[config.mk]
export PLATFORM = sky130hd
export DESIGN_NAME = out_serializer
export DESIGN_NICKNAME = d
export VERILOG_FILES = /design/src/cad_pkg.sv /design/src/out_serializer.sv
export SDC_FILE = /design/constraint.sdc
export NUM_CORES = 1
export LEC_CHECK = 0
export BUFFER_PORTS_ARGS = -buffer_cell sky130_fd_sc_hd__buf_2
export CORE_ASPECT_RATIO = 0.6
export CORE_MARGIN = 2
export CORE_UTILIZATION = 45
export DETAILED_ROUTE_END_ITERATION = 12
export GPL_TIMING_DRIVEN = 0
export PLACE_DENSITY = 0.67
export REMOVE_ABC_BUFFERS = 1
export SLEW_MARGIN = 20
export SYNTH_ARGS = -nofsm -noshare
export SYNTH_HDL_FRONTEND = slang
export SYNTH_SLANG_ARGS = --single-unit
[constraint.sdc]
create_clock -name clk -period 1.84 [get_ports clk]
set_clock_uncertainty 0.15 [all_clocks]
set_input_delay 0.184 -clock clk [delete_from_list [all_inputs] [get_ports clk]]
set_output_delay 0.184 -clock clk [all_outputs]
set_load 0.03 [all_outputs]
[src/cad_pkg.sv]
// Convolution engine shared definitions
// Element and accumulator types, image and kernel dimensions
// and the controller phase encoding
package cad_pkg;

  // Data widths
  localparam int PIX_W = 8;
  localparam int ACC_W = 20;

  typedef logic signed [PIX_W-1:0] pixel_t;
  typedef logic signed [ACC_W-1:0] acc_t;

  // --------------------------------------------------
  // Geometry
  // --------------------------------------------------
  localparam int IMG_DIM   = 8;
  localparam int KER_DIM   = 5;
  localparam int CONV_DIM  = IMG_DIM - KER_DIM + 1;
  // One result per 2x2 pool window
  localparam int POOL_OUTS = (CONV_DIM / 2) * (CONV_DIM / 2);

  // Image row or column, kernel row
  typedef logic [2:0] pos_t;
  typedef logic [2:0] krow_t;

  // Controller phases
  typedef enum logic [1:0] {
    ST_IDLE,
    ST_LOAD,
    ST_WAIT_IDX,
    ST_PROCESS
  } cad_state_t;

endpackage

[src/out_serializer.sv]
// Result serializer
// Small result buffer, each entry shifted out MSB first over
// 20 cycles; one credit returned per finished value
`timescale 1ns/100ps
module out_serializer #(
  parameter int OUT_DEPTH = 2
) (
  input  logic          clk,
  input  logic          rst_n,
  input  logic          res_valid,
  input  cad_pkg::acc_t res,
  output logic          out_valid,
  output logic          out_value,
  output logic          credit
);
  localparam int PTR_W = (OUT_DEPTH > 1) ? $clog2(OUT_DEPTH) : 1;
  localparam int CNT_W = $clog2(OUT_DEPTH + 1);
  localparam int BIT_W = $clog2(cad_pkg::ACC_W);

  cad_pkg::acc_t    res_buf [OUT_DEPTH];
  logic [PTR_W-1:0] wr_ptr, rd_ptr;
  logic [CNT_W-1:0] fill;
  logic [BIT_W-1:0] bit_cnt;

  function automatic logic [PTR_W-1:0] ptr_inc(input logic [PTR_W-1:0] p);
    return (p == PTR_W'(OUT_DEPTH - 1)) ? '0 : p + 1'b1;
  endfunction

  // Head entry is the shifter, its MSB is the current bit
  assign out_valid = fill != '0;
  assign out_value = out_valid & res_buf[rd_ptr][cad_pkg::ACC_W-1];
  assign credit    = out_valid && bit_cnt == BIT_W'(cad_pkg::ACC_W - 1);

  // Store and shift never hit the same entry while credits hold
  always_ff @(posedge clk)
  begin
    if (res_valid)
      res_buf[wr_ptr] <= res;
    if (out_valid)
      res_buf[rd_ptr] <= res_buf[rd_ptr] << 1;
  end

  always_ff @(posedge clk or negedge rst_n)
  begin
    if (!rst_n)
    begin
      wr_ptr  <= '0;
      rd_ptr  <= '0;
      fill    <= '0;
      bit_cnt <= '0;
    end
    else
    begin
      if (res_valid)
        wr_ptr <= ptr_inc(wr_ptr);
      if (credit)
      begin
        bit_cnt <= '0;
        rd_ptr  <= ptr_inc(rd_ptr);
      end
      else if (out_valid)
        bit_cnt <= bit_cnt + 1'b1;
      case ({res_valid, credit})
        2'b10:   fill <= fill + 1'b1;
        2'b01:   fill <= fill - 1'b1;
        default: fill <= fill;
      endcase
    end
  end

endmodule

==> summary.md <==
| Metric | Value |
|---|---|
| Cells after DPL | `293` |
| Largest net degree at the start of global routing | `22` |
| WP buf/inv | `0` |
| Synth warn | `0` |
| Final worst path period share | `98.7%` |
| DP HPWL | `2690 microns` |
| Overall power | `4630 uW` |
| Final Hold Fails | `0` |
| Critical Path Source | `bit_cnt[0]` |
| Design area | `2620 sq um` |
| Synth unique cells | `33` |
| Placed Area | `2400 sq um` |
| Crit path depth | `7` |
| H-Tree Depth | `2` |
| Critical path's largest stage delay | `0.40 ns` |
| GRT overflow | `0` |
| Die Span Y | `59.0 microns` |
| DRT Wirelength | `4730 microns` |
| Switch Pwr | `1760 uW` |
| Peak VDD IR | `0.660 mV` |
| # DRC | `0` |
| Most frequent cells in the layout | `nand2_1, edfxtp_1, buf_2, o21ai_0, nand3_1` |
| Starting Density | `48.2%` |
| Worst slew pin tran | `0.775 ns` |
| Setup CP Type | `flop to flop` |
| Cell Int Power | `2870 uW` |
| Status | `finished clean` |
| Post-route ant nets | `0` |
| Crit end category | `flop` |
| Adder-cell share of the synthesized area | `1.10%` |
| Fraction of power spent switching nets | `38.0%` |
| Synth Area in Compound Gates | `7.38%` |
| Logic pwr share | `36.5%` |
| Post-synth ARST share | `18.4%` |
| GRT Total Usage | `18.6%` |
| Syn_area_per_cell | `10.4 sq um` |
| Reg-to-reg endpoint | `fill[1]` |
| Max Cap Violations | `0` |
| Reg2Reg Setup Slack | `0.02 ns` |
| Fmax | `0.551 GHz` |
| Post-Synth Simple-Gate Area | `21.9%` |
| Die W | `95.7 microns` |
| Seq/Total Area, Yosys | `61.9%` |
| Post-synth EDFFs | `38` |
| Worst endpoint required time | `1.89 ns` |
| GPL Wtd Cong | `0.694` |
| Worst hold path type | `input port to flop` |
| First-pass GRT wire length | `7740 microns` |
| Post-synthesis mux area share | `1.38%` |
| Initial DRC count | `159` |
| CP Max Fanout | `3` |
| FF+latch count, synth | `49` |
| Initial antenna violation count | `0` |
| Seq pwr share | `49.4%` |
| Cells after synthesis | `218` |
| Num Clock Sinks | `49` |
| Fin. max-slew vios | `0` |
| Final setup margin | `0.0236 ns` |
| Number of diodes | `0` |
| CP Cell Sequence | `ha_2, and4bb_2, and2_4, ha_1, xnor2_1, nor2_2, xor2_1` |
| Most common cell after layout, fill and taps aside | `nand2_1` |
| Final hold slack | `0.0278 ns` |
| Power per cell area | `1770 nW/um^2` |
| Crit start category | `flop` |
| RSZ-0062 raised after global routing | `yes` |
| CTS tree | `built` |
| Clk Latency, worst-skew pair | `0.31 ns` |
| Max stage delay cell, worst path | `dfrtp_1` |
| Reg clk slew, reported paths | `0.10 ns` |
| Root Buffer | `clkbuf_8` |
| Largest family of logic cells by synthesized area | `simple AND/OR/NAND/NOR gates` |
| Reg-to-Reg Start | `bit_cnt[0]` |
| Fin nets | `272` |
| Clock power share | `14.1%` |
| Longest Clk Path Bufs | `2` |
| Vias | `1598` |
| IO Port Bufs | `25` |
| Netlist Area Pre-Place | `2270 sq um` |
| # IOs | `26` |
| Delay-heaviest family, CP | `simple AND/OR/NAND/NOR gates` |
| Setup Viol. Count Final | `0` |
| Synth Area in XOR/XNOR | `2.31%` |
| Fillers | `425` |
| Core area | `4710 sq um` |
| Vias in the first global route | `1509` |
| FP Rows | `19` |
| CP endpoint | `fill[1]` |
| Reg2reg path depth | `7` |
| Placement Setup Slack | `-0.798 ns` |
| Die area | `5650 sq um` |
| Final Critical Period | `1.82 ns` |
| Crit path DAT | `1.86 ns` |
| Most used DFF post-synth | `edfxtp_1` |
| Leak | `0.00108 uW` |
| Wire per inst | `15.2 microns` |
| DR pass1 iterations | `4` |
| Vias/cell | `5.14` |
| Layout area overhead | `15.2%` |
| Share of cells above drive strength 1 | `23.0%` |
| Slew headroom | `48.4%` |
| TritonCTS buffer count | `5` |
| Post-route insts no fill | `311` |
==> sequential cells by signal, indices dropped and copies added (netlist names) <==
| name | cells |
|---|---|
| bit_cnt | 5 |
| fill | 2 |
| rd_ptr | 1 |
| res_buf | 40 |
| wr_ptr | 1 |
==> kinds of logic (layout without fill, tap and decap cells) <==
| group | count (synthesis) | count (layout) |
|---|---|---|
| multiplexers | 3 | 3 |
| AND/OR/NAND/NOR | 115 | 115 |
| flip-flops | 49 | 49 |
| adder cells (fa/ha/maj) | 2 | 2 |
| XOR/XNOR | 6 | 6 |
| buffers and inverters | 15 | 43 |
| AO/OA/AOI/OAI | 28 | 30 |
==> cell usage after synthesis, types with 3 or more instances <==
library cell | instances | area (sq um)
buf_2 | 9 | 45.0
dfrtp_1 | 9 | 225
edfxtp_1 | 38 | 1140
nand2_1 | 81 | 304
nand3_1 | 19 | 95.1
nor2_1 | 3 | 11.3
nor2b_1 | 3 | 18.8
o21ai_0 | 19 | 95.1
xnor2_1 | 3 | 26.3
xor2_1 | 3 | 26.3
==> stage by stage <==
stage | utilization [%] | setup TNS [ns]
finish | 55.6 | 0
global route | 55.6 | -0.111
CTS | 54.5 | 0
detailed placement | 50.9 | -27.97
global placement | 50.8 | -46.08
floorplan | - | -13.25
==> tightest hold or removal path, cell delays in order <==
cell	delay, ns
buf_2	0.09
nand3_1	0.06
nand2_1	0.06
==> power by group through the flow <==
| stage | sequential (uW) | combinational, uW | clock (uW) |
|---|---|---|---|
| finish | 2290 | 1690 | 654 |
| floorplan | 2200 | 1060 | 0 |
| global route | 2360 | 1900 | 705 |
| CTS | 2290 | 1580 | 661 |
| global placement | 2250 | 1400 | 0 |
| detailed placement | 2280 | 1440 | 0 |
==> worst min path at each step <==
stage | startpoint | end | cells past startpoint
floorplan | rst_n | bit_cnt[0] | 0
global placement | rst_n | bit_cnt[4] | 1
detailed placement | rst_n | bit_cnt[2] | 1
CTS | res[19] | res_buf[1][19] | 3
global route | res[19] | res_buf[1][19] | 3
finish | res[19] | res_buf[1][19] | 3
==> per-layer routing <==
layer | vias to the layer above | track usage [%] | part of all wire, %
met5 | - | 0 | 0
met4 | 0 | 4.29 | 0.99
met3 | 5 | 5.22 | 6.5
met2 | 45 | 25.9 | 40
met1 | 746 | 28.9 | 52
li1 | 802 | - | -
==> timing repair <==
action,4_1_cts,5_1_grt
hold endpoints to repair,12,0
resized for setup,7,7
setup buffers,2,3
hold buffers,3,0
endpoints found under the setup margin,44,44
pin swaps,2,1
gates cloned,2,0
==> cell type report <==
| cell class | count | area [sq um] | area share, % |
|---|---|---|---|
| inverter | 2 | 7.51 | 0.287 |
| clock inverter | 3 | 20.0 | 0.766 |
| sequential | 49 | 1410 | 53.9 |
| clock buffer | 5 | 68.8 | 2.63 |
| tap | 63 | 78.8 | 3.01 |
| timing repair buffer | 33 | 208 | 7.94 |
| multi-input combinational | 156 | 822 | 31.4 |
No activity file was read; power rests on OpenSTA's default activity.
