[src/cad_pkg.sv]
// Convolution engine shared definitions
// Element and accumulator types, image and kernel dimensions
// and the controller phase encoding
package cad_pkg;

  // Data widths
  localparam int PIX_W = 8;
  localparam int ACC_W = 20;

  typedef logic signed [PIX_W-1:0] pixel_t;
  typedef logic signed [ACC_W-1:0] acc_t;

  // --------------------------------------------------
  // Geometry
  // --------------------------------------------------
  localparam int IMG_DIM   = 8;
  localparam int KER_DIM   = 5;
  localparam int CONV_DIM  = IMG_DIM - KER_DIM + 1;
  // One result per 2x2 pool window
  localparam int POOL_OUTS = (CONV_DIM / 2) * (CONV_DIM / 2);

  // Image row or column, kernel row
  typedef logic [2:0] pos_t;
  typedef logic [2:0] krow_t;

  // Controller phases
  typedef enum logic [1:0] {
    ST_IDLE,
    ST_LOAD,
    ST_WAIT_IDX,
    ST_PROCESS
  } cad_state_t;

endpackage

[src/conv_pool.sv]
// Convolution and max pool datapath
// Five signed multipliers per kernel row, five rows per conv value,
// running signed maximum over the four values of a pool window
`timescale 1ns/100ps
module conv_pool (
  input  logic            clk,
  input  logic            rst_n,
  input  logic            lane_valid,
  input  cad_pkg::pixel_t pixels  [cad_pkg::KER_DIM],
  input  cad_pkg::pixel_t weights [cad_pkg::KER_DIM],
  output logic            res_valid,
  output cad_pkg::acc_t   res
);
  // Conv positions folded into one pool result
  localparam int POS_PER_WIN = (cad_pkg::CONV_DIM * cad_pkg::CONV_DIM) / cad_pkg::POOL_OUTS;
  localparam int POS_W       = $clog2(POS_PER_WIN);

  cad_pkg::acc_t  row_sum, conv_sum, acc_q, max_q;
  cad_pkg::krow_t row_cnt;
  logic [POS_W-1:0] pos_cnt;
  logic           row_last, pos_last;

  assign row_last = row_cnt == cad_pkg::krow_t'(cad_pkg::KER_DIM - 1);
  assign pos_last = pos_cnt == POS_W'(POS_PER_WIN - 1);

  // Sum of the five lane products, signed throughout
  always_comb
  begin
    row_sum = '0;
    for (int i = 0; i < cad_pkg::KER_DIM; i++)
      row_sum = row_sum + pixels[i] * weights[i];
  end

  // First row of a position restarts the sum
  assign conv_sum = (row_cnt == '0) ? row_sum : acc_q + row_sum;

  // --------------------------------------------------
  // Accumulate and pool
  // --------------------------------------------------
  always_ff @(posedge clk)
  begin
    if (lane_valid)
    begin
      acc_q <= conv_sum;
      if (row_last)
      begin
        if (pos_cnt == '0 || conv_sum > max_q)
          max_q <= conv_sum;
        if (pos_last)
          res <= (conv_sum > max_q) ? conv_sum : max_q;
      end
    end
  end

  always_ff @(posedge clk or negedge rst_n)
  begin
    if (!rst_n)
    begin
      row_cnt   <= '0;
      pos_cnt   <= '0;
      res_valid <= 1'b0;
    end
    else
    begin
      res_valid <= lane_valid && row_last && pos_last;
      if (lane_valid)
      begin
        if (row_last)
        begin
          row_cnt <= '0;
          pos_cnt <= pos_last ? '0 : pos_cnt + 1'b1;
        end
        else
          row_cnt <= row_cnt + 1'b1;
      end
    end
  end

endmodule

[config.mk]
export PLATFORM = sky130hd
export DESIGN_NAME = conv_pool
export DESIGN_NICKNAME = d
export VERILOG_FILES = /design/src/cad_pkg.sv /design/src/conv_pool.sv
export SDC_FILE = /design/constraint.sdc
export NUM_CORES = 1
export LEC_CHECK = 0
export BUFFER_PORTS_ARGS = -buffer_cell sky130_fd_sc_hd__clkbuf_2
export CAP_MARGIN = 5
export CORE_ASPECT_RATIO = 1.1
export CORE_MARGIN = 2
export CORE_UTILIZATION = 58
export CTS_CLUSTER_DIAMETER = 120
export DETAILED_ROUTE_END_ITERATION = 10
export GPL_TIMING_DRIVEN = 0
export PLACE_DENSITY = 0.76
export SLEW_MARGIN = 40
export SYNTH_ARGS = -nofsm -noshare
export SYNTH_HDL_FRONTEND = slang
export SYNTH_SLANG_ARGS = --single-unit
export TNS_END_PERCENT = 10
[constraint.sdc]
create_clock -name clk -period 11.8 [get_ports clk]
set_input_delay 2.95 -clock clk [delete_from_list [all_inputs] [get_ports clk]]
set_output_delay 2.95 -clock clk [all_outputs]
set_load 0.005 [all_outputs]
==> results.md, run 1 <==
* Simple-gate share of the synthesized area at 11.8%
* Post-Synthesis Net Count at 2,458
* Number of port buffers at 102
* Hold slack at 0.536 ns
* Placer Congestion at between 0.8 and 0.9
* Max Cap Viol at 0
* Total GRT Usage at 26.5%
* Initial core utilization at 59.0%
* Mux cell area share after synthesis at 1.67%
* Largest net degree at the start of global routing at 28
* Asr flop ratio synth at 9.09%
* Flops & latches, synth at 66
* Final hold vios at 0
* CTS tree: yes
* Most frequent cells in the layout: inv_1, fa_1, ha_1
* Unrepaired setup endpoints after global routing: yes
* Largest family of logic cells by synthesized area: adder cells
* # rows at 67
* Setup TNS at -48.30 ns
* Synth Cell Area at 18,000 um2
* Max frequency at 76.6 MHz
* Nets at 2,616
* Drt first pass iters at 5
* CTS buffer count at 9
* Number of synthesized flops with an enable pin at 60
* Final slew viol count at 0
* Final setup skew at 0.00573 ns
* Die Span Y at 189 um
* Area growth, synth to finish at 13.1%
* Worst setup slack after layout at -1.25 ns
* Clk_lat worst skew at 0.33 ns
* Cts hold-fix bufs at 0
* Post-Synth Adder-Cell Area at 58.7%
* Synth area leader: fa_1
* Final setup vio count at 40
* Top FF cell, synth: edfxtp_1
* Critical path required time at 11.87 ns
* Violated checks: setup timing
* Max clock buf depth at 2
* DR iter-0 viols at 444
* Arrival time of the worst setup path at 13.12 ns
* Top cells by area, synth: fa_1, ha_1, inv_1
* WS Path Type: in2reg
* Initial antenna violation count at 2
* CP Launch Type: input pin
* Worst-Margin Slew at 0.622 ns
* Max_slew headroom at about 59%
* Post-DP HPWL at 34,900 um
* Global route overflow at 0
* DRC at 0
* First-pass GRT wire length at 67,700 um
* Core Region at about 31,000 um2
* Final ANT Viol Nets at 0
* Layout cell share with drive strength beyond 1 at 13.8%
* Die area at around 32,000 um2
* Root buffer cell: clkbuf_16
* # clock sinks at 66
* Vias in the first global route at 14.1k
* Worst-path fanout max at 6
* CP max-delay cell: fa_1
* Commonest non-fill, non-tap cell in the layout: inv_1
* Area share of the leading cell type in the synthesized netlist at approximately 47%
* Worst path max stage delay at 0.54 ns
* Worst-path clk slew at approximately 0.050 ns
* Final cycle utilization of the critical path at 111%
* Register area share after synthesis at 10.8%
* H-tree depth at 3
* Syn avg cell area at just over 10 um2
* Synth Area in XOR/XNOR at 1.85%
* DR vias at approximately 12k
* Library cells used by synthesis at between 50 and 60
* Hold WC Path Type: reg2reg
* Die Span X at 172 um
* Critical Path Most Common Cell: fa_1
* Ys Warns at 0
* Crit. End Element: flip-flop
* Routed wire length per instance at 16.8 um
* Num ports at between 100 and 150
* Status: finished with violations
* Post-layout min period at roughly 13 ns
* Post-Syn Instances at 1,783
* Routed WL at 39,600 um
* Post-synthesis compound-gate area fraction at between 4 and 5%
* Via-to-Cell Ratio at just over 5
[per-stage QoR]
stage,instance area [um2],setup WS [ns],cells,utilization [%]
floorplan,18100,-0.595,1783,-
global placement,19200,-1.94,2299,62.8
detailed placement,19200,-2.12,2299,62.8
CTS,20300,-1.07,2354,66.5
global route,20400,-1.66,2360,66.7
finish,20400,-1.25,2361,66.7
[worst max-delay path: cells and delay by family]
family / cells / cell delay [ns]
and+or+nand+nor: 9 / 1.29
adders and majority gates: 12 / 5.19
muxes: 1 / 0.34
buffers and inverters: 9 / 0.90
xor gates and xnor gates: 1 / 0.09
AOI/OAI and AO/OA: 9 / 2.36
[logic make-up after synthesis]
| logic type | Yosys count |
|---|---|
| buffers and inverters | 530 |
| XOR/XNOR | 38 |
| AND/OR/NAND/NOR | 420 |
| adder cells (fa/ha/maj) | 592 |
| multiplexers | 26 |
| flip-flops | 66 |
| AO/OA/AOI/OAI | 111 |
[flip-flops by register name, indices dropped and copies added (netlist names)]
name,count
res,20
max_q,20
res_valid,1
row_cnt,3
acc_q,20
pos_cnt,2
[layout make-up]
type | count | area, um2
Timing Repair Buffer | 146 | 1130
Tap cell | 414 | 518
Multi-Input combinational cell | 1189 | 14500
Buffer | 8 | 58.8
Fill cell | 2314 | 10100
Sequential cell | 66 | 1950
Clock buffer | 11 | 233
Antenna cell | 1 | 2.50
Inverter | 521 | 1980
Clock inverter | 5 | 21.3
[Yosys cell counts, types with 5 or more instances]
| master | count |
|---|---|
| inv_1 | 521 |
| nand2_1 | 156 |
| a31oi_1 | 5 |
| o21a_1 | 6 |
| a21oi_1 | 31 |
| mux2_2 | 24 |
| and2_1 | 154 |
| clkbuf_1 | 7 |
| xor2_1 | 11 |
| dfrtp_1 | 6 |
| ha_1 | 169 |
| nor2b_1 | 7 |
| nor3_1 | 6 |
| nand3_1 | 5 |
| edfxtp_1 | 60 |
| xnor2_1 | 27 |
| o21ai_1 | 6 |
| nand4_1 | 8 |
| a21o_1 | 16 |
| nand2b_1 | 22 |
| fa_1 | 423 |
| nor2_1 | 47 |
| o21ai_0 | 22 |
[final timing paths]
check,end,slack [ns],start,depth (start not counted)
min,pos_cnt[1]$_DFFE_PN0P_,0.54,pos_cnt[1]$_DFFE_PN0P_,1
min in group asynchronous,row_cnt[1]$_DFFE_PN0P_,2.44,rst_n,1
max reg2reg,res[17]$_DFFE_PP_,6.67,acc_q[0]$_DFFE_PP_,22
max in group asynchronous,pos_cnt[0]$_DFFE_PN0P_,9.20,rst_n,1
min reg2reg,pos_cnt[1]$_DFFE_PN0P_,0.54,pos_cnt[1]$_DFFE_PN0P_,1
max,res[17]$_DFFE_PP_,-1.25,weights[10],41
[repair_timing]
item / CTS / global route
buffers inserted: 36 / 7
endpoints found under the setup margin: 40 / 40
pin swaps: 40 / 8
resized for setup: 129 / 11
gates cloned: 3 / 0
[metal layers]
layer	part of all wire (%)	wire (um)	track usage [%]
met3	5.5	2190	4.05
met1	38	15100	31.6
met4	2.9	1150	8.89
met2	53	21100	48.7
met5	0.071	28	0
Power of run 1 is left out: the tool's default activity adds up to more than one toggle a clock period on the data nets, which glitch-free logic cannot reach.
==> run 2, diff against run 1 <==
Settings changed: CORE_UTILIZATION 58 to 35, PLACE_DENSITY 0.76 to 0.62.
==> run 2 against run 1 <==
The run still ends with setup timing left. Hold slack better by 0.0066 ns. Die area rose by 64%. Via count shrank 1.5%. First-iteration DRC count decreased by 19%.
==> results.md, run 2 (same netlist as run 1, synthesis figures left out) <==
* Die Span X at 220 um (was 172 um)
* Critical Path Most Common Cell: inv_2 (was fa_1)
* R2r startpoint: acc_q[0]$_DFFE_PP_ (unchanged)
* Post-DP HPWL at 37,700 um (was 34,900 um)
* Placer Congestion at 0.890 (was 0.879)
* Worst setup slack after layout at -1.11 ns (was -1.25 ns)
* Hold Crit Depth at 1 (unchanged)
* Final hold vios at 0 (unchanged)
* Drt first pass iters at 4 (was 5)
* Worst path max stage delay at 0.61 ns (was 0.54 ns)
* Unrepaired setup endpoints after global routing: yes (unchanged)
* DR iter-0 viols at 360 (was 444)
* Routed WL at 41,300 um (was 39,600 um)
* CP delay by family, top: adder cells (unchanged)
* Final setup skew at 0.00624 ns (was 0.00573 ns)
* Final instance area at 20,700 um2 (was 20,400 um2)
* Most frequent cells in the layout: inv_1, fa_1, ha_1 (unchanged)
* CP Launch Type: input pin (unchanged)
* CTS buffer count at 9 (unchanged)
* Nets at 2,606 (was 2,616)
* WS Path Type: in2reg (unchanged)
* Crit path depth at 45 (was 41)
* Met3 Resource Use GR at 1.72% (was 4.05%)
* Final ANT Viol Nets at 0 (unchanged)
* Max frequency at 77.4 MHz (was 76.6 MHz)
* # rows at 87 (was 67)
* Routed wire length per instance at 15.9 um (was 16.8 um)
* Worst path bufs/invs at 10 (was 9)
* Worst reg-to-reg path cell count at 22 (unchanged)
* Worst-Margin Slew at 0.641 ns (was 0.622 ns)
* Met1 usage at 20.6% (was 31.6%)
* Status: finished with violations (unchanged)
* Hold slack at 0.543 ns (was 0.536 ns)
* Final slew viol count at 0 (unchanged)
* Die Span Y at 242 um (was 189 um)
* Vias in the first global route at 13.8k (was 14.1k)
* Commonest non-fill, non-tap cell in the layout: inv_1 (unchanged)
* Via-to-Cell Ratio at 4.63 (was 5.19)
* CP max-delay cell: fa_2 (was fa_1)
* Worst-path fanout max at 8 (was 6)
* GR Layer Usage met2 at 29.8% (was 48.7%)
* Layout cell share with drive strength beyond 1 at 14.3% (was 13.8%)
* Number of port buffers at 102 (unchanged)
* Root buffer cell: clkbuf_16 (unchanged)
* Placed Cells incl. Taps at 2,552 (was 2,299)
* Area growth, synth to finish at 14.8% (was 13.1%)
* Global route overflow at 0 (unchanged)
* Placed cell areas at 19,500 um2 (was 19,200 um2)
* Post-layout min period at 12.91 ns (was 13.05 ns)
* HP Start: pos_cnt[0]$_DFFE_PN0P_ (was pos_cnt[1]$_DFFE_PN0P_)
* Num ports at 104 (unchanged)
* Core Region at 51,100 um2 (was 30,500 um2)
* Crit. Startpoint: pixels[4] (was weights[10])
* Max clock buf depth at 2 (unchanged)
* Layer with the highest usage: met2 (unchanged)
* # clock sinks at 66 (unchanged)
* Max Cap Viol at 0 (unchanged)
* Initial core utilization at 35.3% (was 59.0%)
* H-tree depth at 3 (unchanged)
* Critical path required time at 11.87 ns (about the same)
* DRC at 0 (unchanged)
* Clk_lat worst skew at 0.32 ns (was 0.33 ns)
* Hold WC Path Type: reg2reg (unchanged)
* Final cycle utilization of the critical path at 109% (was 111%)
* Arrival time of the worst setup path at 12.98 ns (was 13.12 ns)
* DR vias at 12.1k (was 12.3k)
* Die area at 53,300 um2 (was 32,500 um2)
* Total GRT Usage at 16.3% (was 26.5%)
* Worst-path clk slew at 0.05 ns (about the same)
* Final setup vio count at 40 (unchanged)
* Crit. End Element: flip-flop (unchanged)
* Max_slew headroom at 57.3% (was 58.5%)
* Non-filler cells, final at 2,604 (was 2,361)
* CTS tree: yes (unchanged)
* Initial antenna violation count at 9 (was 2)
* Violated checks: setup timing (unchanged)
* Largest net degree at the start of global routing at 28 (unchanged)
* Top flop regs: acc_q x20, max_q x20, res x20 (unchanged)
* First-pass GRT wire length at 69,500 um (was 67,700 um)
-- run 2: repair_timing --
action,CTS,global route
gates resized for setup,102,67
endpoints found under the hold margin,0,0
hold buffers,0,0
gates cloned,4,0
buffers inserted,26,5
setup endpoints to repair,40,40
pin swaps,47,23
-- run 2: area by class of cell --
| type | instances | area, um2 |
|---|---|---|
| multi-input cells | 1189 | 14600 |
| well taps | 667 | 835 |
| diodes | 1 | 2.50 |
| inverters | 521 | 1970 |
| flip-flops and latches | 66 | 1950 |
| repair buffers | 135 | 973 |
| fillers | 4874 | 30400 |
| clock buffers | 12 | 236 |
| clock inverters | 4 | 42.5 |
| plain buffers | 9 | 66.3 |
-- run 2: final timing paths --
check / slack, ns / endpoint
max: -1.11 / res[11]$_DFFE_PP_
max reg2reg: 6.82 / res[11]$_DFFE_PP_
min in group asynchronous: 2.45 / pos_cnt[1]$_DFFE_PN0P_
min: 0.54 / pos_cnt[0]$_DFFE_PN0P_
min reg2reg: 0.54 / pos_cnt[0]$_DFFE_PN0P_
max in group asynchronous: 9.20 / row_cnt[2]$_DFFE_PN0P_
-- run 2: metal layers --
| layer | share of wire, % | up-vias |
|---|---|---|
| met5 | 0.27 | - |
| met1 | 42 | 6230 |
| met3 | 3.0 | 61 |
| met2 | 52 | 178 |
| li1 | - | 5578 |
| met4 | 2.0 | 16 |
-- run 2: metrics by stage --
stage | util, % | setup TNS (ns) | setup slack, ns
floorplan | - | -22.72 | -0.595
global placement | 38.2 | -73.84 | -1.91
detailed placement | 38.2 | -80.76 | -2.09
CTS | 39.9 | -44.12 | -1.17
global route | 40.5 | -54.53 | -1.40
finish | 40.5 | -42.80 | -1.11
Power of run 2 is left out for the same reason.
