[config.mk]
export PLATFORM = sky130hd
export DESIGN_NAME = cad_ctrl_flat
export DESIGN_NICKNAME = d
export VERILOG_FILES = /design/src/cad_pkg.sv /design/src/cad_mem_if.sv /design/src/cad_ctrl.sv /design/src/flat_wrapper.sv
export SDC_FILE = /design/constraint.sdc
export NUM_CORES = 1
export LEC_CHECK = 0
export ABC_CLOCK_PERIOD_IN_PS = 2400
export BUFFER_PORTS_ARGS = -buffer_cell sky130_fd_sc_hd__buf_2
export CAP_MARGIN = 5
export CORE_MARGIN = 4
export CORE_UTILIZATION = 54
export DETAILED_ROUTE_END_ITERATION = 8
export GPL_ROUTABILITY_DRIVEN = 1
export HOLD_SLACK_MARGIN = 0.05
export PLACE_DENSITY_LB_ADDON = 0.12
export SLEW_MARGIN = 20
export SYNTH_ARGS = -nofsm -noshare
export SYNTH_HDL_FRONTEND = slang
export SYNTH_SLANG_ARGS = --single-unit
export TNS_END_PERCENT = 10
[constraint.sdc]
create_clock -name clk -period 2.4 [get_ports clk]
set_input_delay 0 -clock clk [delete_from_list [all_inputs] [get_ports clk]]
set_output_delay 0 -clock clk [all_outputs]
set_load 0.005 [all_outputs]
[src/cad_pkg.sv]
// Convolution engine shared definitions
// Element and accumulator types, image and kernel dimensions
// and the controller phase encoding
package cad_pkg;

  // Data widths
  localparam int PIX_W = 8;
  localparam int ACC_W = 20;

  typedef logic signed [PIX_W-1:0] pixel_t;
  typedef logic signed [ACC_W-1:0] acc_t;

  // --------------------------------------------------
  // Geometry
  // --------------------------------------------------
  localparam int IMG_DIM   = 8;
  localparam int KER_DIM   = 5;
  localparam int CONV_DIM  = IMG_DIM - KER_DIM + 1;
  // One result per 2x2 pool window
  localparam int POOL_OUTS = (CONV_DIM / 2) * (CONV_DIM / 2);

  // Image row or column, kernel row
  typedef logic [2:0] pos_t;
  typedef logic [2:0] krow_t;

  // Controller phases
  typedef enum logic [1:0] {
    ST_IDLE,
    ST_LOAD,
    ST_WAIT_IDX,
    ST_PROCESS
  } cad_state_t;

endpackage

[src/cad_mem_if.sv]
// Controller to feature memory link
// Load writes and the five-lane row read request
`timescale 1ns/100ps
interface cad_mem_if #(
  parameter int NUM_MAT = 16
);
  // Write side, data comes from the matrix input
  logic                       wr_en;
  logic                       wr_kernel;
  logic [$clog2(NUM_MAT)-1:0] wr_mat;
  cad_pkg::pos_t              wr_row;
  cad_pkg::pos_t              wr_col;

  // Read side
  logic                       rd_en;
  logic [$clog2(NUM_MAT)-1:0] img_idx;
  logic [$clog2(NUM_MAT)-1:0] ker_idx;
  cad_pkg::pos_t              rd_row;
  cad_pkg::pos_t              rd_col;
  cad_pkg::krow_t             k_row;

  modport ctrl (output wr_en, wr_kernel, wr_mat, wr_row, wr_col,
                output rd_en, img_idx, ker_idx, rd_row, rd_col, k_row);
  modport mem  (input wr_en, wr_kernel, wr_mat, wr_row, wr_col,
                input rd_en, img_idx, ker_idx, rd_row, rd_col, k_row);
endinterface

[src/cad_ctrl.sv]
// Convolution engine controller
// Phase FSM, load address counters, index capture,
// pool window read sequencing and output credit tracking
`timescale 1ns/100ps
module cad_ctrl #(
  parameter int NUM_MAT   = 16,
  parameter int OUT_DEPTH = 2
) (
  input  logic                       clk,
  input  logic                       rst_n,
  input  logic                       in_valid,
  input  logic                       in_valid2,
  input  logic [$clog2(NUM_MAT)-1:0] matrix_idx,
  input  logic                       credit,
  cad_mem_if.ctrl                    mem
);
  localparam int IDX_W = $clog2(NUM_MAT);
  localparam int CRD_W = $clog2(OUT_DEPTH + 1);

  cad_pkg::cad_state_t state, state_nxt;

  // Load counters
  logic             load_kernel;
  logic [IDX_W-1:0] mat_cnt;
  cad_pkg::pos_t    row_cnt;
  cad_pkg::pos_t    col_cnt;
  cad_pkg::pos_t    dim_last;
  logic             wr_fire, col_last, row_last, load_last;

  // Request capture
  logic             idx_phase;
  logic [IDX_W-1:0] img_idx_q, ker_idx_q, req_cnt;

  // Window sequencing, seq_cnt is {pool_r, pool_c, sub_r, sub_c}
  logic [3:0]       seq_cnt;
  cad_pkg::krow_t   k_row;
  logic             win_active, win_start, rd_fire, win_last_rd, req_done;
  logic [CRD_W-1:0] credit_cnt;

  assign wr_fire   = in_valid && (state == cad_pkg::ST_IDLE || state == cad_pkg::ST_LOAD);
  assign dim_last  = load_kernel ? cad_pkg::pos_t'(cad_pkg::KER_DIM - 1)
                                 : cad_pkg::pos_t'(cad_pkg::IMG_DIM - 1);
  assign col_last  = col_cnt == dim_last;
  assign row_last  = row_cnt == dim_last;
  assign load_last = wr_fire && load_kernel && col_last && row_last
                     && mat_cnt == IDX_W'(NUM_MAT - 1);

  // A window only starts with a free slot in the result buffer
  assign win_start   = state == cad_pkg::ST_PROCESS && !win_active && credit_cnt != '0;
  assign rd_fire     = state == cad_pkg::ST_PROCESS && (win_active || credit_cnt != '0);
  assign win_last_rd = rd_fire && k_row == cad_pkg::krow_t'(cad_pkg::KER_DIM - 1)
                       && seq_cnt[1:0] == 2'b11;
  assign req_done    = win_last_rd && seq_cnt[3:2] == 2'(cad_pkg::POOL_OUTS - 1);

  // --------------------------------------------------
  // Phase FSM
  // --------------------------------------------------
  always_comb
  begin
    state_nxt = state;
    case (state)
      cad_pkg::ST_IDLE:     if (in_valid) state_nxt = cad_pkg::ST_LOAD;
      cad_pkg::ST_LOAD:     if (load_last) state_nxt = cad_pkg::ST_WAIT_IDX;
      cad_pkg::ST_WAIT_IDX: if (in_valid2 && idx_phase) state_nxt = cad_pkg::ST_PROCESS;
      cad_pkg::ST_PROCESS:
        if (req_done)
          state_nxt = (req_cnt == IDX_W'(NUM_MAT - 1)) ? cad_pkg::ST_IDLE
                                                        : cad_pkg::ST_WAIT_IDX;
      default:              state_nxt = cad_pkg::ST_IDLE;
    endcase
  end

  always_ff @(posedge clk or negedge rst_n)
  begin
    if (!rst_n)
    begin
      state       <= cad_pkg::ST_IDLE;
      load_kernel <= 1'b0;
      mat_cnt     <= '0;
      row_cnt     <= '0;
      col_cnt     <= '0;
    end
    else
    begin
      state <= state_nxt;
      // Images first, then kernels, row-major
      if (wr_fire)
      begin
        if (!col_last)
          col_cnt <= col_cnt + 1'b1;
        else
        begin
          col_cnt <= '0;
          if (!row_last)
            row_cnt <= row_cnt + 1'b1;
          else
          begin
            row_cnt <= '0;
            if (mat_cnt == IDX_W'(NUM_MAT - 1))
            begin
              mat_cnt     <= '0;
              load_kernel <= ~load_kernel;
            end
            else
              mat_cnt <= mat_cnt + 1'b1;
          end
        end
      end
    end
  end

  // Image index on the first in_valid2 cycle, kernel index on the second
  always_ff @(posedge clk or negedge rst_n)
  begin
    if (!rst_n)
    begin
      idx_phase <= 1'b0;
      img_idx_q <= '0;
      ker_idx_q <= '0;
      req_cnt   <= '0;
    end
    else
    begin
      if (state == cad_pkg::ST_WAIT_IDX && in_valid2)
      begin
        idx_phase <= ~idx_phase;
        if (!idx_phase)
          img_idx_q <= matrix_idx;
        else
          ker_idx_q <= matrix_idx;
      end
      if (req_done)
        req_cnt <= (req_cnt == IDX_W'(NUM_MAT - 1)) ? '0 : req_cnt + 1'b1;
    end
  end

  // --------------------------------------------------
  // Window reads and credits
  // --------------------------------------------------
  always_ff @(posedge clk or negedge rst_n)
  begin
    if (!rst_n)
    begin
      seq_cnt    <= '0;
      k_row      <= '0;
      win_active <= 1'b0;
      credit_cnt <= CRD_W'(OUT_DEPTH);
    end
    else
    begin
      if (rd_fire)
      begin
        win_active <= !win_last_rd;
        if (k_row == cad_pkg::krow_t'(cad_pkg::KER_DIM - 1))
        begin
          k_row   <= '0;
          seq_cnt <= seq_cnt + 1'b1;
        end
        else
          k_row <= k_row + 1'b1;
      end
      case ({credit, win_start})
        2'b10:   credit_cnt <= credit_cnt + 1'b1;
        2'b01:   credit_cnt <= credit_cnt - 1'b1;
        default: credit_cnt <= credit_cnt;
      endcase
    end
  end

  assign mem.wr_en     = wr_fire;
  assign mem.wr_kernel = load_kernel;
  assign mem.wr_mat    = mat_cnt;
  assign mem.wr_row    = row_cnt;
  assign mem.wr_col    = col_cnt;

  // Conv origin is (2*pool_r + sub_r, 2*pool_c + sub_c)
  assign mem.rd_en   = rd_fire;
  assign mem.img_idx = img_idx_q;
  assign mem.ker_idx = ker_idx_q;
  assign mem.rd_row  = cad_pkg::pos_t'({seq_cnt[3], seq_cnt[1]}) + cad_pkg::pos_t'(k_row);
  assign mem.rd_col  = cad_pkg::pos_t'({seq_cnt[2], seq_cnt[0]});
  assign mem.k_row   = k_row;

endmodule

[src/flat_wrapper.sv]
// flat-port wrapper written by rule: the top's interface ports become plain ports
module cad_ctrl_flat 
#(
  parameter int NUM_MAT   = 16,
  parameter int OUT_DEPTH = 2
)
  (clk, rst_n, in_valid, in_valid2, matrix_idx, credit, mem_wr_en, mem_wr_kernel, mem_wr_mat, mem_wr_row, mem_wr_col, mem_rd_en, mem_img_idx, mem_ker_idx, mem_rd_row, mem_rd_col, mem_k_row);
  cad_mem_if #(.NUM_MAT(NUM_MAT)) mem_i ();
  input  logic clk;
  input  logic rst_n;
  input  logic in_valid;
  input  logic in_valid2;
  input  logic [$clog2(NUM_MAT)-1:0] matrix_idx;
  input  logic credit;
  output wire logic [$bits(mem_i.wr_en)-1:0] mem_wr_en;
  output wire logic [$bits(mem_i.wr_kernel)-1:0] mem_wr_kernel;
  output wire logic [$bits(mem_i.wr_mat)-1:0] mem_wr_mat;
  output wire logic [$bits(mem_i.wr_row)-1:0] mem_wr_row;
  output wire logic [$bits(mem_i.wr_col)-1:0] mem_wr_col;
  output wire logic [$bits(mem_i.rd_en)-1:0] mem_rd_en;
  output wire logic [$bits(mem_i.img_idx)-1:0] mem_img_idx;
  output wire logic [$bits(mem_i.ker_idx)-1:0] mem_ker_idx;
  output wire logic [$bits(mem_i.rd_row)-1:0] mem_rd_row;
  output wire logic [$bits(mem_i.rd_col)-1:0] mem_rd_col;
  output wire logic [$bits(mem_i.k_row)-1:0] mem_k_row;
  assign mem_wr_en = mem_i.wr_en;
  assign mem_wr_kernel = mem_i.wr_kernel;
  assign mem_wr_mat = mem_i.wr_mat;
  assign mem_wr_row = mem_i.wr_row;
  assign mem_wr_col = mem_i.wr_col;
  assign mem_rd_en = mem_i.rd_en;
  assign mem_img_idx = mem_i.img_idx;
  assign mem_ker_idx = mem_i.ker_idx;
  assign mem_rd_row = mem_i.rd_row;
  assign mem_rd_col = mem_i.rd_col;
  assign mem_k_row = mem_i.k_row;
  cad_ctrl #(.NUM_MAT(NUM_MAT), .OUT_DEPTH(OUT_DEPTH)) u_core (.clk(clk), .rst_n(rst_n), .in_valid(in_valid), .in_valid2(in_valid2), .matrix_idx(matrix_idx), .credit(credit), .mem(mem_i));
endmodule
==> results.txt, run 1 <==
----------------------------------------------------
[Floorplan]
  Core Footprint ... 0.00315 sq mm
  Cell Rows ... 20
  Effective utilization at floorplan ... 0.580
  Height of the die ... 66.2 microns
  I/O pin count ... 39
  Die extent in x ... 66.2 microns
  DIE AREA ... 0.00438 sq mm

[Place]
  Placed cell areas ... 0.00203 sq mm
  Estimated wirelength of the detail-placed design ... 2440 microns
  Number of cells in the design after placement ... 238
  Count of input and output buffers ... 37
  GP Congestion ... 0.801

[Worst setup path]
  Crit start category ... register
  Worst Setup Path Type ... reg -> reg
  Largest fanout on the critical path ... 9
  Reg2reg start ... u_core.mem.wr_kernel
  Kind of capture point of the worst setup path ... register
  Beginning of the critical path ... u_core.mem.wr_kernel
  Arrival @ worst endpoint ... 2.21 ns
  Required time of the worst setup path ... 2.63 ns

[Yosys]
  Sequential cell area fraction in the yosys report ... 0.493
  FF+latch count, synth ... 36
  Net count after synthesis ... 182
  Gate count of the mapped netlist ... 163
  Post-synth EDFFs ... 0
  Yosys warnings ... 0
  Dominant register cell in the synthesized netlist ... sky130_fd_sc_hd__dfrtp_1
  Avg Cell Area, Syn ... 11.2 sq um
  Cell variety after synth ... 42
  Post-synthesis instance area ... 0.00183 sq mm
  Share of async-settable or async-resettable flops after synthesis ... 1.00

[Clock network]
  Bufs on Longest Clock Path ... 2
  TritonCTS buffer count ... 5
  Clock tree from TritonCTS ... built
  Clock insertion delay at the later pin of the skew report ... 0.33 ns
  Root Driver ... sky130_fd_sc_hd__clkbuf_4
  Clock-pin slew on the worst setup and hold paths ... 0.10 ns
  Number of sinks handled by clock tree synthesis ... 36
  Deepest level of the CTS H-tree ... 2
  Setup Fix Bufs, Post-CTS ... 0

[Detailed routing]
  DRC marker count from the first detailed-route iteration ... 41
  DRT Pass-1 Iters ... 4
  Detailed-route vias per instance ... 5.37
  Mean routed wirelength per cell ... 13.3 microns
  Routed wire length ... 3350 microns
  DR DRC count ... 0
  Number of vias after detailed routing ... 1,353
  Post-route ant nets ... 0

[Timing]
  Final setup violation count ... 0
  Setup TNS after final layout ... 0 ns
  RSZ-0062 raised after global routing ... false
  Post-layout min period ... 1.98 ns
  Final hold violation count ... 0
  Final-report max-slew violation count ... 0
  Final worst-path cycle share ... 0.823
  Tightest slew margin relative to the limit ... 0.481
  Transition time at the pin with the least slew margin ... 0.778 ns
  Maximum operating frequency ... 0.506 GHz
  Worst-case clock skew ... 0.00742 ns

[Global routing]
  Antenna violations before repair ... 0
  GRT Residual Overflow ... 0
  Pin count of the biggest net entering global routing ... 37
  Number of global-route vias before repair ... 1,397
  First-pass GRT wire length ... 5880 microns
  Combined global-route utilization of all metal layers ... 0.176

[Layout]
  Count of fill cells added during filler insertion ... 271
  Final cell count without fillers ... 252
  Ant. Diodes ... 0
  Total number of nets in the final design ... 226
  Area growth, synth to finish ... 19.6%
  Fraction of final layout cells with drive strength greater than 1 ... 0.317
  Final Instance Area ... 0.00219 sq mm

[Worst hold path]
  Class of the tightest hold or removal check ... in -> reg
  Source of the worst hold timing path ... credit

[Power and ir drop]
  Reported leakage power ... 1.07 nW
  Worst IR Drop VDD ... 0.000403 V
  Total power divided by cell area ... 912 mW/mm^2

[Status]
  Outcome ... completed

[Flow run]
  Max-cap violation count ... 0

----------------------------------------------------
layout make-up:
type | instances | area, sq um | area share
Sequential cell | 36 | 902 | 0.412
Clock inverter | 1 | 30.0 | 0.0137
Multi-Input combinational cell | 107 | 838 | 0.383
Timing Repair Buffer | 43 | 245 | 0.112
Tap cell | 44 | 55.1 | 0.0252
Inverter | 14 | 52.6 | 0.0240
Clock buffer | 7 | 65.1 | 0.0297
power breakdown:
part           total (W)  leakage (nW)  switching, W  internal [W]
logic           0.000617         0.575      0.000286      0.000331
clock network   0.000467        0.0515      0.000190      0.000277
registers       0.000911         0.440      0.000135      0.000777
total            0.00199          1.07      0.000611       0.00138
synth_stat cells, types with 3 or more instances:
cell type                  count  area [sq um]
sky130_fd_sc_hd__a21oi_1       3          15.0
sky130_fd_sc_hd__buf_4         3          22.5
sky130_fd_sc_hd__dfrtp_1      35           876
sky130_fd_sc_hd__ha_1          9           113
sky130_fd_sc_hd__inv_1        14          52.6
sky130_fd_sc_hd__mux2_2       11           124
sky130_fd_sc_hd__nand2_1       9          33.8
sky130_fd_sc_hd__nand3_1       3          15.0
sky130_fd_sc_hd__nand3b_1      3          22.5
sky130_fd_sc_hd__nand4_1       5          31.3
sky130_fd_sc_hd__nor2_1       12          45.0
sky130_fd_sc_hd__o21ai_0      10          50.1
sky130_fd_sc_hd__xnor2_1       9          78.8
sky130_fd_sc_hd__xor2_1        3          26.3
stage by stage:
stage / util / total power (W) / hold slack (ns) / worst slack (ns)
detailed placement: 0.645 / 0.00155 / 0.125 / 0.452
CTS: 0.694 / 0.00203 / 0.0568 / 0.425
finish: 0.694 / 0.00199 / 0.0703 / 0.424
global route: 0.694 / 0.00217 / 0.0686 / 0.362
floorplan: - / 0.00130 / -0.296 / 0.603
global placement: 0.645 / 0.00151 / 0.116 / 0.525
cells in the final DEF (no fill, tap or decap), drive strengths merged, types with 2 or more instances in the layout:
master | Yosys | routed
a21o | 2 | 2
a21oi | 3 | 3
a221oi | 2 | 2
a311oi | 2 | 2
and3 | 2 | 2
buf | 4 | 37
clkbuf | 2 | 7
dfrtp | 35 | 35
dlygate4sd3 | 0 | 6
ha | 9 | 9
inv | 14 | 14
mux2 | 13 | 13
nand2 | 9 | 9
nand3 | 4 | 4
nand3b | 3 | 3
nand4 | 5 | 5
nand4b | 2 | 2
nor2 | 12 | 12
o21ai | 10 | 10
or3b | 2 | 2
xnor2 | 9 | 9
xor2 | 3 | 3
sequential cells by signal (all words and copies together) (netlist names):
register	count
u_core.mem.k_row	3
u_core.idx_phase	1
u_core.mem.wr_row	3
u_core.mem.img_idx	4
u_core.seq_cnt	4
u_core.credit_cnt	2
u_core.state	2
u_core.mem.ker_idx	4
u_core.mem.wr_mat	4
u_core.mem.wr_col	3
u_core.req_cnt	4
u_core.mem.wr_kernel	1
u_core.win_active	1
cells by family (layout without fill, tap and decap cells):
group,Yosys count,count (layout),share of synthesized area
simple gates,43,43,0.133
flops,36,36,0.493
compound gates,28,28,0.109
buf+inv,20,65,0.0486
mux,13,13,0.0841
xor+xnor,12,12,0.0575
fa+ha+maj,10,10,0.0725
other cells,1,1,0.00205
metal layers:
| layer | global-route usage | part of all wire |
|---|---|---|
| met5 | 0 | 0 |
| met4 | 0.0685 | 0.016 |
| met3 | 0.0595 | 0.053 |
| met2 | 0.305 | 0.50 |
| met1 | 0.198 | 0.44 |
what timing repair did:
action | CTS | global route
resized for setup | 0 | 0
setup endpoints to repair | 0 | 0
hold buffers | 6 | 0
endpoints found under the hold margin | 44 | 0
path summary, 6_finish.rpt:
path / slack, ns / end / cells after the start
worst max register to register: 0.42 / u_core.mem.wr_mat[1] / 4
worst min register to register: 0.51 / u_core.mem.ker_idx[2] / 1
worst min-delay path: 0.07 / u_core.credit_cnt[0] / 4
min in group asynchronous: 0.27 / u_core.req_cnt[2] / 2
worst max-delay path: 0.42 / u_core.mem.wr_mat[1] / 4
max in group asynchronous: 1.63 / u_core.mem.wr_kernel / 2
worst max-delay path, cell delays in order (launching register included):
cell and delay, ns:
sky130_fd_sc_hd__dfrtp_1 0.50, sky130_fd_sc_hd__or3b_4 0.44, sky130_fd_sc_hd__a211oi_4 0.47, sky130_fd_sc_hd__nand3_4 0.14, sky130_fd_sc_hd__mux2_4 0.32
(Power assumes the default switching activity.)
==> inputs of run 2 (changes only) <==
--- a/config.mk
+++ b/config.mk
@@ -5,11 +5,12 @@
 export SDC_FILE = /design/constraint.sdc
 export NUM_CORES = 1
 export LEC_CHECK = 0
-export ABC_CLOCK_PERIOD_IN_PS = 2400
+export ABC_AREA = 1
+export ABC_CLOCK_PERIOD_IN_PS = 1800
 export BUFFER_PORTS_ARGS = -buffer_cell sky130_fd_sc_hd__buf_2
 export CAP_MARGIN = 5
 export CORE_MARGIN = 4
-export CORE_UTILIZATION = 54
+export CORE_UTILIZATION = 48
 export DETAILED_ROUTE_END_ITERATION = 8
 export GPL_ROUTABILITY_DRIVEN = 1
 export HOLD_SLACK_MARGIN = 0.05
==> constraint.sdc (replaced) <==
create_clock -name clk -period 1.8 [get_ports clk]
set_input_delay 0 -clock clk [delete_from_list [all_inputs] [get_ports clk]]
set_output_delay 0 -clock clk [all_outputs]
set_load 0.005 [all_outputs]
==> run 2 against run 1 <==
Against the previous run: first-iteration DRC count increased by 98%; count of clock-buffer cells in the layout shrank 1; utilization shrank 8.7 points; total power increased by 3.4%; clock skew grew 0.00064 ns; cell count is 18% higher; routed wire length up 2.7%; sequential power increased by 9.5%; critical path type unchanged; highest routed layer unchanged.
==> results.txt, run 2 <==
----------------------------------------------------
[Yosys]
  Avg Cell Area, Syn ... 9.13 sq um (was 11.2 sq um)
  Post-synthesis instance area ... 0.00185 sq mm (was 0.00183 sq mm)
  Gate count of the mapped netlist ... 203 (was 163)
  Most frequent cell after synthesis ... sky130_fd_sc_hd__nand2_1 (was sky130_fd_sc_hd__dfrtp_1)
  Share of async-settable or async-resettable flops after synthesis ... 1.00 (unchanged)
  FF+latch count, synth ... 36 (unchanged)
  Dominant register cell in the synthesized netlist ... sky130_fd_sc_hd__dfrtp_1 (unchanged)
  Cell accounting for the most synthesized area ... sky130_fd_sc_hd__dfrtp_1 (unchanged)
  Synth area leaders ... sky130_fd_sc_hd__dfrtp_1 47%, sky130_fd_sc_hd__nand2_1 7.9%, sky130_fd_sc_hd__ha_1 6.1% (was sky130_fd_sc_hd__dfrtp_1 48%, sky130_fd_sc_hd__mux2_2 6.8%, sky130_fd_sc_hd__ha_1 6.2%)
  Share of Yosys cell area claimed by the top area cell type ... 0.473 (was 0.479)
  Sequential cell area fraction in the yosys report ... 0.487 (was 0.493)
  Post-synth EDFFs ... 0 (unchanged)
  Yosys warnings ... 0 (unchanged)
  Net count after synthesis ... 222 (was 182)
  Cell variety after synth ... 32 (was 42)
  Top cells by count, synth ... 39 x sky130_fd_sc_hd__nand2_1, 35 x sky130_fd_sc_hd__dfrtp_1, 27 x sky130_fd_sc_hd__inv_1, 20 x sky130_fd_sc_hd__o21ai_0, 16 x sky130_fd_sc_hd__nand3_1 (was 35 x sky130_fd_sc_hd__dfrtp_1, 14 x sky130_fd_sc_hd__inv_1, 12 x sky130_fd_sc_hd__nor2_1, 11 x sky130_fd_sc_hd__mux2_2, 10 x sky130_fd_sc_hd__o21ai_0)

[Global routing]
  GRT Residual Overflow ... 0 (unchanged)
  First-pass GRT wire length ... 6220 microns (was 5880 microns)
  Combined global-route utilization of all metal layers ... 0.161 (was 0.176)
  Pin count of the biggest net entering global routing ... 37 (unchanged)
  Antenna violations before repair ... 0 (unchanged)
  Number of global-route vias before repair ... 1,447 (was 1,397)

[Layout]
  Most common cell after layout, fill and taps aside ... sky130_fd_sc_hd__nand2_1 (was sky130_fd_sc_hd__buf_2)
  Final cell count without fillers ... 298 (was 252)
  Total number of nets in the final design ... 268 (was 226)
  Final Instance Area ... 0.00224 sq mm (was 0.00219 sq mm)
  Ant. Diodes ... 0 (unchanged)
  Fraction of final layout cells with drive strength greater than 1 ... 0.244 (was 0.317)
  Leading cell types in the layout, fill and taps excluded ... 39 x sky130_fd_sc_hd__nand2_1, 37 x sky130_fd_sc_hd__buf_2, 35 x sky130_fd_sc_hd__dfrtp_1, 27 x sky130_fd_sc_hd__inv_1, 20 x sky130_fd_sc_hd__o21ai_0 (was 37 x sky130_fd_sc_hd__buf_2, 35 x sky130_fd_sc_hd__dfrtp_1, 14 x sky130_fd_sc_hd__inv_1, 12 x sky130_fd_sc_hd__nor2_1, 11 x sky130_fd_sc_hd__mux2_2)
  Area growth, synth to finish ... 20.8% (was 19.6%)

[Floorplan]
  Height of the die ... 70.1 microns (was 66.2 microns)
  Die extent in x ... 70.1 microns (was 66.2 microns)
  I/O pin count ... 39 (unchanged)
  Cell Rows ... 22 (was 20)
  DIE AREA ... 0.00492 sq mm (was 0.00438 sq mm)
  Effective utilization at floorplan ... 0.502 (was 0.580)
  Core Footprint ... 0.00369 sq mm (was 0.00315 sq mm)

[Place]
  Count of input and output buffers ... 37 (unchanged)
  Worst-case setup slack after placement ... 0.248 ns (was 0.452 ns)
  Estimated wirelength of the detail-placed design ... 2470 microns (was 2440 microns)
  Placed cell areas ... 0.00207 sq mm (was 0.00203 sq mm)
  GP Congestion ... 0.721 (was 0.801)
  Number of cells in the design after placement ... 284 (was 238)

[Clock network]
  Number of gates resized after cts ... 0 (unchanged)
  Number of sinks handled by clock tree synthesis ... 36 (unchanged)
  TritonCTS buffer count ... 5 (unchanged)
  Hold bufs inserted after CTS ... 6 (unchanged)
  Deepest level of the CTS H-tree ... 2 (unchanged)
  Setup Fix Bufs, Post-CTS ... 0 (unchanged)
  Bufs on Longest Clock Path ... 2 (unchanged)
  Clock tree from TritonCTS ... built (unchanged)
  Clock-pin slew on the worst setup and hold paths ... 0.07 ns (was 0.10 ns)
  Clock insertion delay at the later pin of the skew report ... 0.29 ns (was 0.33 ns)
  Root Driver ... sky130_fd_sc_hd__clkbuf_8 (was sky130_fd_sc_hd__clkbuf_4)

[Worst setup path]
  Slowest stage cell on the critical path ... sky130_fd_sc_hd__dfstp_2 (was sky130_fd_sc_hd__dfrtp_1)
  CP peak stage delay ... 0.52 ns (was 0.50 ns)
  Largest fanout on the critical path ... 3 (was 9)
  Worst Setup Path Type ... reg -> reg (unchanged)
  Beginning of the critical path ... u_core.credit_cnt[1] (was u_core.mem.wr_kernel)
  Kind of capture point of the worst setup path ... register (unchanged)
  Reg2Reg Capture Point ... u_core.credit_cnt[1] (was u_core.mem.wr_mat[1])
  Slack of the worst reg-to-reg path ... 0.23 ns (was 0.42 ns)
  Cell breakdown of the critical path ... inv_1 -> nand2_1 -> nand2_4 -> nor2_1 -> ha_1 -> a21oi_1 -> o21ai_0 -> xor2_1 (was or3b_4 -> a211oi_4 -> nand3_4 -> mux2_4)
  Required time of the worst setup path ... 2.01 ns (was 2.63 ns)
  Arrival @ worst endpoint ... 1.78 ns (was 2.21 ns)
  Crit start category ... register (unchanged)
  Depth of the worst register-to-register path ... 8 (was 4)
  Reg2reg start ... u_core.credit_cnt[1] (was u_core.mem.wr_kernel)

[Worst hold path]
  Class of the tightest hold or removal check ... in -> reg (unchanged)
  Source of the worst hold timing path ... credit (unchanged)
  End point of the most critical hold path ... u_core.credit_cnt[0] (unchanged)
  Hold-critical path depth ... 4 (unchanged)

[Timing]
  Final hold violation count ... 0 (unchanged)
  Final-report max-slew violation count ... 0 (unchanged)
  Post-layout min period ... 1.57 ns (was 1.98 ns)
  Final setup violation count ... 0 (unchanged)
  RSZ-0062 raised after global routing ... false (unchanged)
  Setup TNS after final layout ... 0 ns (unchanged)
  Maximum operating frequency ... 0.638 GHz (was 0.506 GHz)
  Worst-case clock skew ... 0.00806 ns (was 0.00742 ns)
  Tightest slew margin relative to the limit ... 0.461 (was 0.481)
  Transition time at the pin with the least slew margin ... 0.809 ns (was 0.778 ns)
  Final worst-path cycle share ... 0.871 (was 0.823)
  Min setup slack post-route ... 0.233 ns (was 0.424 ns)

[Detailed routing]
  DRT Pass-1 Iters ... 4 (unchanged)
  Routed wire length ... 3440 microns (was 3350 microns)
  Post-route ant nets ... 0 (unchanged)
  DR DRC count ... 0 (unchanged)
  Mean routed wirelength per cell ... 11.6 microns (was 13.3 microns)
  Detailed-route vias per instance ... 4.84 (was 5.37)
  DRC marker count from the first detailed-route iteration ... 81 (was 41)
  Number of vias after detailed routing ... 1,441 (was 1,353)

[Power and ir drop]
  Total power divided by cell area ... 922 mW/mm^2 (was 912 mW/mm^2)
  Post-layout power ... 0.00206 W (was 0.00199 W)
  Worst IR Drop VDD ... 0.000498 V (was 0.000403 V)
  Reported leakage power ... 1.24 nW (was 1.07 nW)

[Flow run]
  Max-cap violation count ... 0 (unchanged)

[Status]
  Outcome ... completed (unchanged)

----------------------------------------------------
[run 2: cell types whose count changed in the layout (fill, tap and decap cells not counted), moves of 4 or more]
| cell | delta |
|---|---|
| sky130_fd_sc_hd__a21oi_1 | +4 |
| sky130_fd_sc_hd__clkbuf_4 | -5 |
| sky130_fd_sc_hd__inv_1 | +13 |
| sky130_fd_sc_hd__mux2_2 | -10 |
| sky130_fd_sc_hd__nand2_1 | +30 |
| sky130_fd_sc_hd__nand2_2 | +4 |
| sky130_fd_sc_hd__nand3_1 | +13 |
| sky130_fd_sc_hd__nand4_1 | -4 |
| sky130_fd_sc_hd__o21ai_0 | +10 |
[run 2: cells by family after synthesis]
kind of cell               count (synthesis)  share of synthesized area
AOI/OAI and AO/OA                         32                     0.0918
muxes                                      1                    0.00608
DFF                                       36                      0.487
xor gates and xnor gates                  12                     0.0567
buffers and inverters                     33                     0.0749
and+or+nand+nor                           78                      0.210
other                                      1                    0.00202
adders and majority gates                 10                     0.0716
[run 2: layout make-up]
cell class / count / area, sq um
Inverter: 29 / 111
Tap cell: 48 / 60.1
Sequential cell: 36 / 902
Multi-Input combinational cell: 134 / 812
Timing Repair Buffer: 43 / 245
Clock buffer: 6 / 72.6
Fill cell: 325 / 1450
Clock inverter: 2 / 35.0
[run 2: metrics by stage]
| stage | hold WS, ns | utilization |
|---|---|---|
| floorplan | -0.296 | - |
| global placement | 0.136 | 0.561 |
| detailed placement | 0.145 | 0.561 |
| CTS | 0.125 | 0.607 |
| global route | 0.145 | 0.607 |
| finish | 0.130 | 0.607 |
[run 2: critical path, delay by kind of cell, from the launching register on]
family          cells  cell delay (ns)
fa+ha+maj           1             0.25
simple gates        3             0.27
flops               1             0.52
compound gates      2             0.25
buf+inv             1             0.06
xor+xnor            1             0.15
[run 2: report_power, final]
group	switching [W]	internal (W)	leakage, nW
Sequential	0.0000908	0.000907	0.483
Combinational	0.000193	0.000169	0.697
Clock	0.000292	0.000411	0.0552
[run 2: layer usage]
metal  vias up  global-route usage  share of wire
met2        36               0.260           0.46
met4         0               0.109          0.033
met5         -                   0              0
met3         9              0.0345          0.052
li1        740                   -              -
met1       656               0.191           0.45
[run 2: worst max path at each step]
stage                                end  slack [ns]
floorplan           u_core.credit_cnt[1]        0.34
global placement         u_core.state[1]        0.26
detailed placement  u_core.credit_cnt[1]        0.25
CTS                 u_core.credit_cnt[1]        0.19
global route        u_core.credit_cnt[1]      0.0004
finish              u_core.credit_cnt[1]        0.23
